===== config.mk =====
export PLATFORM = sky130hd
export DESIGN_NAME = ntm_vector_exponentiator
export DESIGN_NICKNAME = d
export VERILOG_FILES = /design/src/verilog/ntm_exp_pkg.sv /design/src/verilog/ntm_modular_multiplier.sv /design/src/verilog/ntm_scalar_exponentiator.sv /design/src/verilog/ntm_vector_exponentiator.sv /design/src/verilog/ntm_vector_input.sv /design/src/verilog/ntm_vector_output.sv
export VERILOG_INCLUDE_DIRS = /design/src /design/src/verilog
export SDC_FILE = /design/constraint.sdc
export NUM_CORES = 1
export LEC_CHECK = 0
export BUFFER_PORTS_ARGS = -buffer_cell sky130_fd_sc_hd__buf_2
export CORE_ASPECT_RATIO = 0.6
export CORE_MARGIN = 2
export CORE_UTILIZATION = 40
export CTS_BUF_LIST = sky130_fd_sc_hd__clkbuf_8
export DETAILED_ROUTE_END_ITERATION = 8
export GPL_TIMING_DRIVEN = 1
export PLACE_DENSITY = 0.63
export REMOVE_ABC_BUFFERS = 1
export SLEW_MARGIN = 20
export SYNTH_ARGS = -nofsm -noshare
export SYNTH_HDL_FRONTEND = slang
export SYNTH_SLANG_ARGS = --single-unit

===== constraint.sdc =====
create_clock -name CLK -period 8.46 [get_ports CLK]
set_clock_uncertainty 0.05 [all_clocks]
set_input_delay 1.692 -clock CLK [delete_from_list [all_inputs] [get_ports CLK]]
set_output_delay 1.692 -clock CLK [all_outputs]
set_load 0.03 [all_outputs]

===== src/verilog/ntm_exp_defs.svh =====
//////////////////////////////////////////////////
// Width definitions for the vector modular
// exponentiation unit
// Data width covers modulus, operands, result
//////////////////////////////////////////////////

`ifndef NTM_EXP_DEFS_SVH
`define NTM_EXP_DEFS_SVH

// Modulus, base, exponent and result width
// One 16 bit word per element
`define NTM_DATA_WIDTH 16

// Vector length and element counter width
// Up to 255 elements per vector
`define NTM_INDEX_WIDTH 8

`endif


===== src/verilog/ntm_exp_pkg.sv =====
//////////////////////////////////////////////////
// Shared FSM state types for the vector modular
// exponentiation unit
//////////////////////////////////////////////////

`default_nettype none

package ntm_exp_pkg;

  // Input side controller
  typedef enum logic [1:0] {
    VEC_IDLE,
    VEC_COLLECT,
    VEC_COMPUTE
  } vec_state_t;

  // Square-and-multiply controller
  typedef enum logic [1:0] {
    EXP_IDLE,
    EXP_SQUARE,
    EXP_MULTIPLY,
    EXP_FINISH
  } exp_state_t;

  // Bit-serial multiplier
  typedef enum logic {
    MUL_IDLE,
    MUL_RUN
  } mul_state_t;

endpackage

`default_nettype wire


===== src/verilog/ntm_modular_multiplier.sv =====
//////////////////////////////////////////////////
// Bit-serial interleaved modular multiplier
// product = a * b mod modulo, one bit of b per
// cycle, MSB first
//////////////////////////////////////////////////

`timescale 1ns/1ns
`default_nettype none

`include "ntm_exp_defs.svh"

module ntm_modular_multiplier (
  input  wire                         CLK,
  input  wire                         RST,
  input  wire                         mul_start,
  input  wire  [`NTM_DATA_WIDTH-1:0]  mul_a,
  input  wire  [`NTM_DATA_WIDTH-1:0]  mul_b,
  input  wire  [`NTM_DATA_WIDTH-1:0]  mul_modulo,
  output logic                        mul_done,
  output logic [`NTM_DATA_WIDTH-1:0]  mul_product
);

  //////////////////////////////////////////////////
  // Signals
  //////////////////////////////////////////////////

  ntm_exp_pkg::mul_state_t              state;
  logic [$clog2(`NTM_DATA_WIDTH)-1:0]   bit_idx;

  // One extra bit for the doubled remainder
  logic [`NTM_DATA_WIDTH:0]             modulo_ext;
  logic [`NTM_DATA_WIDTH:0]             doubled;
  logic [`NTM_DATA_WIDTH:0]             doubled_red;
  logic [`NTM_DATA_WIDTH:0]             summed;
  logic [`NTM_DATA_WIDTH:0]             summed_red;

  //////////////////////////////////////////////////
  // Step datapath
  //////////////////////////////////////////////////

  assign modulo_ext = {1'b0, mul_modulo};

  // Partial remainder times two, then back below modulus
  assign doubled     = {mul_product, 1'b0};
  assign doubled_red = (doubled >= modulo_ext) ? doubled - modulo_ext : doubled;

  // Add a when the scanned bit of b is set
  // a < modulus, so one subtraction is enough
  assign summed     = mul_b[bit_idx] ? doubled_red + {1'b0, mul_a} : doubled_red;
  assign summed_red = (summed >= modulo_ext) ? summed - modulo_ext : summed;

  //////////////////////////////////////////////////
  // Control
  //////////////////////////////////////////////////

  always_ff @(posedge CLK or posedge RST) begin
    if (RST) begin
      state    <= ntm_exp_pkg::MUL_IDLE;
      bit_idx  <= '0;
      mul_done <= 1'b0;
    end else begin
      mul_done <= 1'b0;
      case (state)
        ntm_exp_pkg::MUL_IDLE: begin
          if (mul_start) begin
            // Scan from the top bit of b
            bit_idx <= ($clog2(`NTM_DATA_WIDTH))'(`NTM_DATA_WIDTH - 1);
            state   <= ntm_exp_pkg::MUL_RUN;
          end
        end
        ntm_exp_pkg::MUL_RUN: begin
          if (bit_idx == '0) begin
            mul_done <= 1'b1;
            state    <= ntm_exp_pkg::MUL_IDLE;
          end else begin
            bit_idx <= bit_idx - 1'b1;
          end
        end
        default: state <= ntm_exp_pkg::MUL_IDLE;
      endcase
    end
  end

  // Partial remainder, cleared on start
  always_ff @(posedge CLK) begin
    if (state == ntm_exp_pkg::MUL_IDLE && mul_start) begin
      mul_product <= '0;
    end else if (state == ntm_exp_pkg::MUL_RUN) begin
      mul_product <= summed_red[`NTM_DATA_WIDTH-1:0];
    end
  end

  // Caller waits for mul_done before the next start
  a_no_start_while_run: assert property (@(posedge CLK) disable iff (RST)
    mul_start |-> state == ntm_exp_pkg::MUL_IDLE)
    else $error("mul_start while multiplier running");

endmodule

`default_nettype wire


===== src/verilog/ntm_scalar_exponentiator.sv =====
//////////////////////////////////////////////////
// Scalar modular exponentiator
// result = base ^ exponent mod modulo by MSB-first
// square-and-multiply on the serial multiplier
//////////////////////////////////////////////////

`timescale 1ns/1ns
`default_nettype none

`include "ntm_exp_defs.svh"

module ntm_scalar_exponentiator (
  input  wire                         CLK,
  input  wire                         RST,
  input  wire                         exp_start,
  input  wire  [`NTM_DATA_WIDTH-1:0]  exp_modulo,
  input  wire  [`NTM_DATA_WIDTH-1:0]  exp_base,
  input  wire  [`NTM_DATA_WIDTH-1:0]  exp_exponent,
  output logic                        exp_done,
  output logic [`NTM_DATA_WIDTH-1:0]  exp_result
);

  //////////////////////////////////////////////////
  // Signals
  //////////////////////////////////////////////////

  ntm_exp_pkg::exp_state_t              state;
  logic [$clog2(`NTM_DATA_WIDTH)-1:0]   bit_idx;
  logic [`NTM_DATA_WIDTH-1:0]           acc;

  // Multiplier hookup
  logic                                 mul_start;
  logic [`NTM_DATA_WIDTH-1:0]           mul_b;
  logic                                 mul_done;
  logic [`NTM_DATA_WIDTH-1:0]           mul_product;

  //////////////////////////////////////////////////
  // Operand select
  //////////////////////////////////////////////////

  // acc stays put while the multiplier runs, so operands are held
  // Square scans acc, multiply scans the base
  assign mul_b = (state == ntm_exp_pkg::EXP_MULTIPLY) ? exp_base : acc;

  // Accumulator is stable in idle until the next start
  assign exp_result = acc;

  ntm_modular_multiplier i_multiplier (
    .CLK         (CLK),
    .RST         (RST),
    .mul_start   (mul_start),
    .mul_a       (acc),
    .mul_b       (mul_b),
    .mul_modulo  (exp_modulo),
    .mul_done    (mul_done),
    .mul_product (mul_product)
  );

  //////////////////////////////////////////////////
  // Controller
  //////////////////////////////////////////////////

  always_ff @(posedge CLK or posedge RST) begin
    if (RST) begin
      state     <= ntm_exp_pkg::EXP_IDLE;
      bit_idx   <= '0;
      mul_start <= 1'b0;
      exp_done  <= 1'b0;
    end else begin
      mul_start <= 1'b0;
      exp_done  <= 1'b0;
      case (state)
        ntm_exp_pkg::EXP_IDLE: begin
          if (exp_start) begin
            // All exponent bits, top first
            bit_idx   <= ($clog2(`NTM_DATA_WIDTH))'(`NTM_DATA_WIDTH - 1);
            mul_start <= 1'b1;
            state     <= ntm_exp_pkg::EXP_SQUARE;
          end
        end
        ntm_exp_pkg::EXP_SQUARE: begin
          if (mul_done) begin
            if (exp_exponent[bit_idx]) begin
              // Bit set, multiply by base next
              mul_start <= 1'b1;
              state     <= ntm_exp_pkg::EXP_MULTIPLY;
            end else if (bit_idx == '0) begin
              state <= ntm_exp_pkg::EXP_FINISH;
            end else begin
              bit_idx   <= bit_idx - 1'b1;
              mul_start <= 1'b1;
            end
          end
        end
        ntm_exp_pkg::EXP_MULTIPLY: begin
          if (mul_done) begin
            if (bit_idx == '0) begin
              state <= ntm_exp_pkg::EXP_FINISH;
            end else begin
              bit_idx   <= bit_idx - 1'b1;
              mul_start <= 1'b1;
              state     <= ntm_exp_pkg::EXP_SQUARE;
            end
          end
        end
        ntm_exp_pkg::EXP_FINISH: begin
          exp_done <= 1'b1;
          state    <= ntm_exp_pkg::EXP_IDLE;
        end
        default: state <= ntm_exp_pkg::EXP_IDLE;
      endcase
    end
  end

  // Accumulator starts at 1, zero exponent leaves it there
  always_ff @(posedge CLK) begin
    if (state == ntm_exp_pkg::EXP_IDLE && exp_start) begin
      acc <= `NTM_DATA_WIDTH'(1);
    end else if (mul_done) begin
      acc <= mul_product;
    end
  end

  // Launcher must wait for exp_done
  a_start_in_idle: assert property (@(posedge CLK) disable iff (RST)
    exp_start |-> state == ntm_exp_pkg::EXP_IDLE)
    else $error("exp_start while exponentiator busy");

endmodule

`default_nettype wire


===== src/verilog/ntm_vector_exponentiator.sv =====
//////////////////////////////////////////////////
// Element-wise modular exponentiation unit
// DATA_OUT[i] = DATA_A_IN[i] ^ DATA_B_IN[i]
// mod MODULO_IN, one element at a time
//////////////////////////////////////////////////

`timescale 1ns/1ns
`default_nettype none

`include "ntm_exp_defs.svh"

module ntm_vector_exponentiator (
  input  wire                         CLK,
  input  wire                         RST,
  input  wire                         START,
  input  wire  [`NTM_INDEX_WIDTH-1:0] SIZE_IN,
  input  wire                         DATA_A_IN_ENABLE,
  input  wire                         DATA_B_IN_ENABLE,
  input  wire  [`NTM_DATA_WIDTH-1:0]  MODULO_IN,
  input  wire  [`NTM_DATA_WIDTH-1:0]  DATA_A_IN,
  input  wire  [`NTM_DATA_WIDTH-1:0]  DATA_B_IN,
  output logic                        READY,
  output logic                        DATA_OUT_ENABLE,
  output logic [`NTM_DATA_WIDTH-1:0]  DATA_OUT
);

  // Launch path
  logic                         exp_start;
  logic [`NTM_DATA_WIDTH-1:0]   exp_modulo;
  logic [`NTM_DATA_WIDTH-1:0]   exp_base;
  logic [`NTM_DATA_WIDTH-1:0]   exp_exponent;
  logic                         elem_last;
  // Completion path
  logic                         exp_done;
  logic [`NTM_DATA_WIDTH-1:0]   exp_result;

  ntm_vector_input i_input (
    .CLK              (CLK),
    .RST              (RST),
    .START            (START),
    .SIZE_IN          (SIZE_IN),
    .DATA_A_IN_ENABLE (DATA_A_IN_ENABLE),
    .DATA_B_IN_ENABLE (DATA_B_IN_ENABLE),
    .DATA_A_IN        (DATA_A_IN),
    .DATA_B_IN        (DATA_B_IN),
    .MODULO_IN        (MODULO_IN),
    .exp_done         (exp_done),
    .exp_start        (exp_start),
    .exp_modulo       (exp_modulo),
    .exp_base         (exp_base),
    .exp_exponent     (exp_exponent),
    .elem_last        (elem_last)
  );

  ntm_scalar_exponentiator i_exponentiator (
    .CLK          (CLK),
    .RST          (RST),
    .exp_start    (exp_start),
    .exp_modulo   (exp_modulo),
    .exp_base     (exp_base),
    .exp_exponent (exp_exponent),
    .exp_done     (exp_done),
    .exp_result   (exp_result)
  );

  ntm_vector_output i_output (
    .CLK             (CLK),
    .RST             (RST),
    .exp_done        (exp_done),
    .exp_result      (exp_result),
    .elem_last       (elem_last),
    .DATA_OUT        (DATA_OUT),
    .DATA_OUT_ENABLE (DATA_OUT_ENABLE),
    .READY           (READY)
  );

endmodule

`default_nettype wire


===== src/verilog/ntm_vector_input.sv =====
//////////////////////////////////////////////////
// Vector input side
// Collects base/exponent pairs, counts elements
// and launches one computation per element
//////////////////////////////////////////////////

`timescale 1ns/1ns
`default_nettype none

`include "ntm_exp_defs.svh"

module ntm_vector_input (
  input  wire                         CLK,
  input  wire                         RST,
  input  wire                         START,
  input  wire  [`NTM_INDEX_WIDTH-1:0] SIZE_IN,
  input  wire                         DATA_A_IN_ENABLE,
  input  wire                         DATA_B_IN_ENABLE,
  input  wire  [`NTM_DATA_WIDTH-1:0]  DATA_A_IN,
  input  wire  [`NTM_DATA_WIDTH-1:0]  DATA_B_IN,
  input  wire  [`NTM_DATA_WIDTH-1:0]  MODULO_IN,
  input  wire                         exp_done,
  output logic                        exp_start,
  output logic [`NTM_DATA_WIDTH-1:0]  exp_modulo,
  output logic [`NTM_DATA_WIDTH-1:0]  exp_base,
  output logic [`NTM_DATA_WIDTH-1:0]  exp_exponent,
  output logic                        elem_last
);

  ntm_exp_pkg::vec_state_t          state;
  logic [`NTM_INDEX_WIDTH-1:0]      size_reg;
  logic [`NTM_INDEX_WIDTH-1:0]      count;
  logic                             a_full;
  logic                             b_full;
  logic                             a_take;
  logic                             b_take;
  logic                             launch;

  // Strobes count only while collecting, one per operand
  assign a_take = (state == ntm_exp_pkg::VEC_COLLECT) && DATA_A_IN_ENABLE && !a_full;
  assign b_take = (state == ntm_exp_pkg::VEC_COLLECT) && DATA_B_IN_ENABLE && !b_full;
  // Launch on the edge that completes the pair
  assign launch = (state == ntm_exp_pkg::VEC_COLLECT) &&
                  (a_full || a_take) && (b_full || b_take);

  always_ff @(posedge CLK or posedge RST) begin
    if (RST) begin
      state     <= ntm_exp_pkg::VEC_IDLE;
      size_reg  <= '0;
      count     <= '0;
      a_full    <= 1'b0;
      b_full    <= 1'b0;
      exp_start <= 1'b0;
      elem_last <= 1'b0;
    end else begin
      exp_start <= 1'b0;
      case (state)
        ntm_exp_pkg::VEC_IDLE: begin
          if (START) begin
            size_reg <= SIZE_IN;
            count    <= '0;
            a_full   <= 1'b0;
            b_full   <= 1'b0;
            state    <= ntm_exp_pkg::VEC_COLLECT;
          end
        end
        ntm_exp_pkg::VEC_COLLECT: begin
          if (a_take) begin
            a_full <= 1'b1;
          end
          if (b_take) begin
            b_full <= 1'b1;
          end
          if (launch) begin
            exp_start <= 1'b1;
            elem_last <= (count == size_reg - `NTM_INDEX_WIDTH'(1));
            state     <= ntm_exp_pkg::VEC_COMPUTE;
          end
        end
        ntm_exp_pkg::VEC_COMPUTE: begin
          // Flags stay set until the element is done
          if (exp_done) begin
            a_full <= 1'b0;
            b_full <= 1'b0;
            if (elem_last) begin
              state <= ntm_exp_pkg::VEC_IDLE;
            end else begin
              count <= count + 1'b1;
              state <= ntm_exp_pkg::VEC_COLLECT;
            end
          end
        end
        default: state <= ntm_exp_pkg::VEC_IDLE;
      endcase
    end
  end

  // Operand registers, held through the computation
  always_ff @(posedge CLK) begin
    if (a_take) begin
      exp_base <= DATA_A_IN;
    end
    if (b_take) begin
      exp_exponent <= DATA_B_IN;
    end
    if (launch) begin
      exp_modulo <= MODULO_IN;
    end
  end

  a_start_needs_pair: assert property (@(posedge CLK) disable iff (RST)
    exp_start |-> a_full && b_full)
    else $error("exp_start without both operands");

endmodule

`default_nettype wire


===== src/verilog/ntm_vector_output.sv =====
//////////////////////////////////////////////////
// Vector output side
// Presents each result for one cycle and flags
// the end of the vector with READY
//////////////////////////////////////////////////

`timescale 1ns/1ns
`default_nettype none

`include "ntm_exp_defs.svh"

module ntm_vector_output (
  input  wire                         CLK,
  input  wire                         RST,
  input  wire                         exp_done,
  input  wire  [`NTM_DATA_WIDTH-1:0]  exp_result,
  input  wire                         elem_last,
  output logic [`NTM_DATA_WIDTH-1:0]  DATA_OUT,
  output logic                        DATA_OUT_ENABLE,
  output logic                        READY
);

  //////////////////////////////////////////////////
  // Result register
  //////////////////////////////////////////////////

  always_ff @(posedge CLK or posedge RST) begin
    if (RST) begin
      DATA_OUT        <= '0;
      DATA_OUT_ENABLE <= 1'b0;
      READY           <= 1'b0;
    end else begin
      // One enable pulse per finished element
      DATA_OUT_ENABLE <= exp_done;
      // elem_last still valid, next launch comes later
      READY           <= exp_done && elem_last;
      if (exp_done) begin
        DATA_OUT <= exp_result;
      end
    end
  end

  // End of vector always comes with its last result
  a_ready_with_enable: assert property (@(posedge CLK) disable iff (RST)
    READY |-> DATA_OUT_ENABLE)
    else $error("READY without DATA_OUT_ENABLE");

endmodule

`default_nettype wire

==> results.json <==
{
  "numCtsBuffers": 17,
  "fin_crit_sh_pct": 88.0,
  "rows": 41,
  "gp_congestion": 0.945,
  "cts_hold_buf": 0,
  "drc": 0,
  "drv_slew": 0,
  "final.setup.worst_slack_ps": 1010,
  "core_area_um2": 20900,
  "setup_tns_ps": 0,
  "grt_pass1_vias": 5874,
  "grtUsageTotal_pct": 19.8,
  "cts.sinks": 134,
  "ant_nets": 0,
  "synth_edf_count": 48,
  "synth_cells": 830,
  "die_y_um": 117,
  "yosysWarnings": 0,
  "cts_tree": "built",
  "clock_latency_ps": 470,
  "antennaDiodeCount": 0,
  "arrival_ps": 7800,
  "post_cts_buffers": 0,
  "clock_path_buffers": 2,
  "required_ps": 8810,
  "fmax_mhz": 134,
  "finalHoldViolCount": 0,
  "firstDrtPassIters": 6,
  "cpPeakStageDelay_ps": 640,
  "vias_per_cell": 5.50,
  "critPathMaxFanout": 12,
  "synthFlopType": "dfrtp_1",
  "drt_iter0_markers": 566,
  "area_growth_syn_to_layout_pct": 12.3,
  "dieArea_um2": 22500,
  "fillers": 2038,
  "ys_ff_latch": 134,
  "syn-cell-area_um2": 8510,
  "grt_pass1_wl_mm": 33.7,
  "critPathKind": "register to register",
  "clk_pin_slew_ps": 80,
  "ys_seq_area_share_pct": 40.4,
  "syn_area_per_cell_um2": 10.3,
  "num_vias": 6578,
  "cts_root_buf": "clkbuf_8",
  "layout_common_cells": "78 x buf_2, 64 x nor2_1, 58 x ha_1, 54 x dfrtp_1",
  "slew_headroom_pct": 42.6,
  "htreeDepth": 4,
  "cp_slowest_cell": "nor3_1",
  "die_x_um": 192,
  "cp-end-kind": "register",
  "hold_path_class": "register to register",
  "async_flop_share_pct": 40.3,
  "port_buffers": 78,
  "nets": 1026,
  "start_util_pct": 40.7,
  "synth_cell_type_count": 78,
  "place_hpwl_mm": 16.3,
  "period_needed_ps": 7450,
  "final_common_cell": "buf_2",
  "drive_gt1_share_pct": 20.5,
  "overflow": 0,
  "routedWlPerCell_um": 17.8,
  "maxCapViolCount": 0,
  "path_common_cell": "a21o_1",
  "grt_setup_unrepaired": "no",
  "drt_wl_total_mm": 21.3,
  "final-setup-viol-count": 0,
  "dpl_worst_slack_ps": 1280,
  "postCtsResizedCells": 0,
  "status": "completed",
  "tightest_slew_ps": 857,
  "grt_max_degree": 55,
  "io_pins": 79,
  "crit_path_start_kind": "register",
  "antenna_found_initial": 0
}
-- worst paths after layout --
kind | startpoint | end | slack (ps) | depth (start not counted)
worst min register to register | i_output.DATA_OUT[14] | i_output.DATA_OUT[14] | 450 | 1
worst min-delay path | i_output.DATA_OUT[14] | i_output.DATA_OUT[14] | 450 | 1
max in group asynchronous | RST | i_output.DATA_OUT[12] | 6520 | 3
worst max-delay path | i_input.exp_modulo[14] | i_exponentiator.i_multiplier.mul_product[14] | 1010 | 25
min in group asynchronous | RST | i_output.DATA_OUT[6] | 1370 | 3
worst max register to register | i_input.exp_modulo[14] | i_exponentiator.i_multiplier.mul_product[14] | 1010 | 25
-- critical path: cells and delay by family (launching register included) --
family,cells,cell delay (ps)
AO/OA/AOI/OAI,14,3680
AND/OR/NAND/NOR,3,1390
adder cells (fa/ha/maj),3,960
multiplexers,2,690
flip-flops,1,330
XOR/XNOR,1,150
buffers and inverters,2,140
-- layout make-up --
class / instances / area (um^2) / share of cell area [%]
multi-input cells: 617 / 4750 / 49.8
flip-flops and latches: 134 / 3430 / 35.9
repair buffers: 85 / 443 / 4.64
well taps: 279 / 349 / 3.65
clock buffers: 17 / 234 / 2.45
inverters: 49 / 184 / 1.93
clock inverters: 15 / 156 / 1.64
-- cells in the mapped netlist, types with 11 or more instances --
cell	count	area, um^2
a21o_1	16	120
a21oi_1	48	240
clkbuf_1	20	75.1
dfrtp_1	54	1350
dfxtp_1	32	641
edfxtp_1	48	1440
ha_1	58	726
inv_1	48	180
mux2_2	37	417
mux2i_1	29	290
nand2_1	46	173
nand2b_1	14	87.6
nand3_1	16	80.1
nand4_1	11	68.8
nor2_1	64	240
nor3_1	24	120
o21ai_0	42	210
xnor2_1	30	263
xor2_1	22	193
-- metal layers --
| metal | share of wire (%) | track usage (%) |
|---|---|---|
| met5 | 0 | 0 |
| met4 | 1.0 | 5.24 |
| met3 | 5.4 | 3.55 |
| met2 | 37 | 24.7 |
| met1 | 56 | 33.2 |
-- metrics by stage --
step	util (%)	instance area (um^2)	std cells	hold slack, ps
floorplan	-	8370	800	421
global placement	43.8	9160	1164	438
detailed placement	43.8	9160	1164	441
CTS	45.6	9550	1196	459
global route	45.6	9550	1196	475
finish	45.6	9550	1196	454
-- cell families after synthesis --
logic type / share of synthesized area (%)
simple gates: 12.8
compound gates: 16.4
flops: 40.4
mux: 11.7
buf+inv: 3.84
fa+ha+maj: 9.24
xor+xnor: 5.74
Power is not shown: default switching activity piles up to over one toggle a cycle in this logic, so the estimate is an artifact.
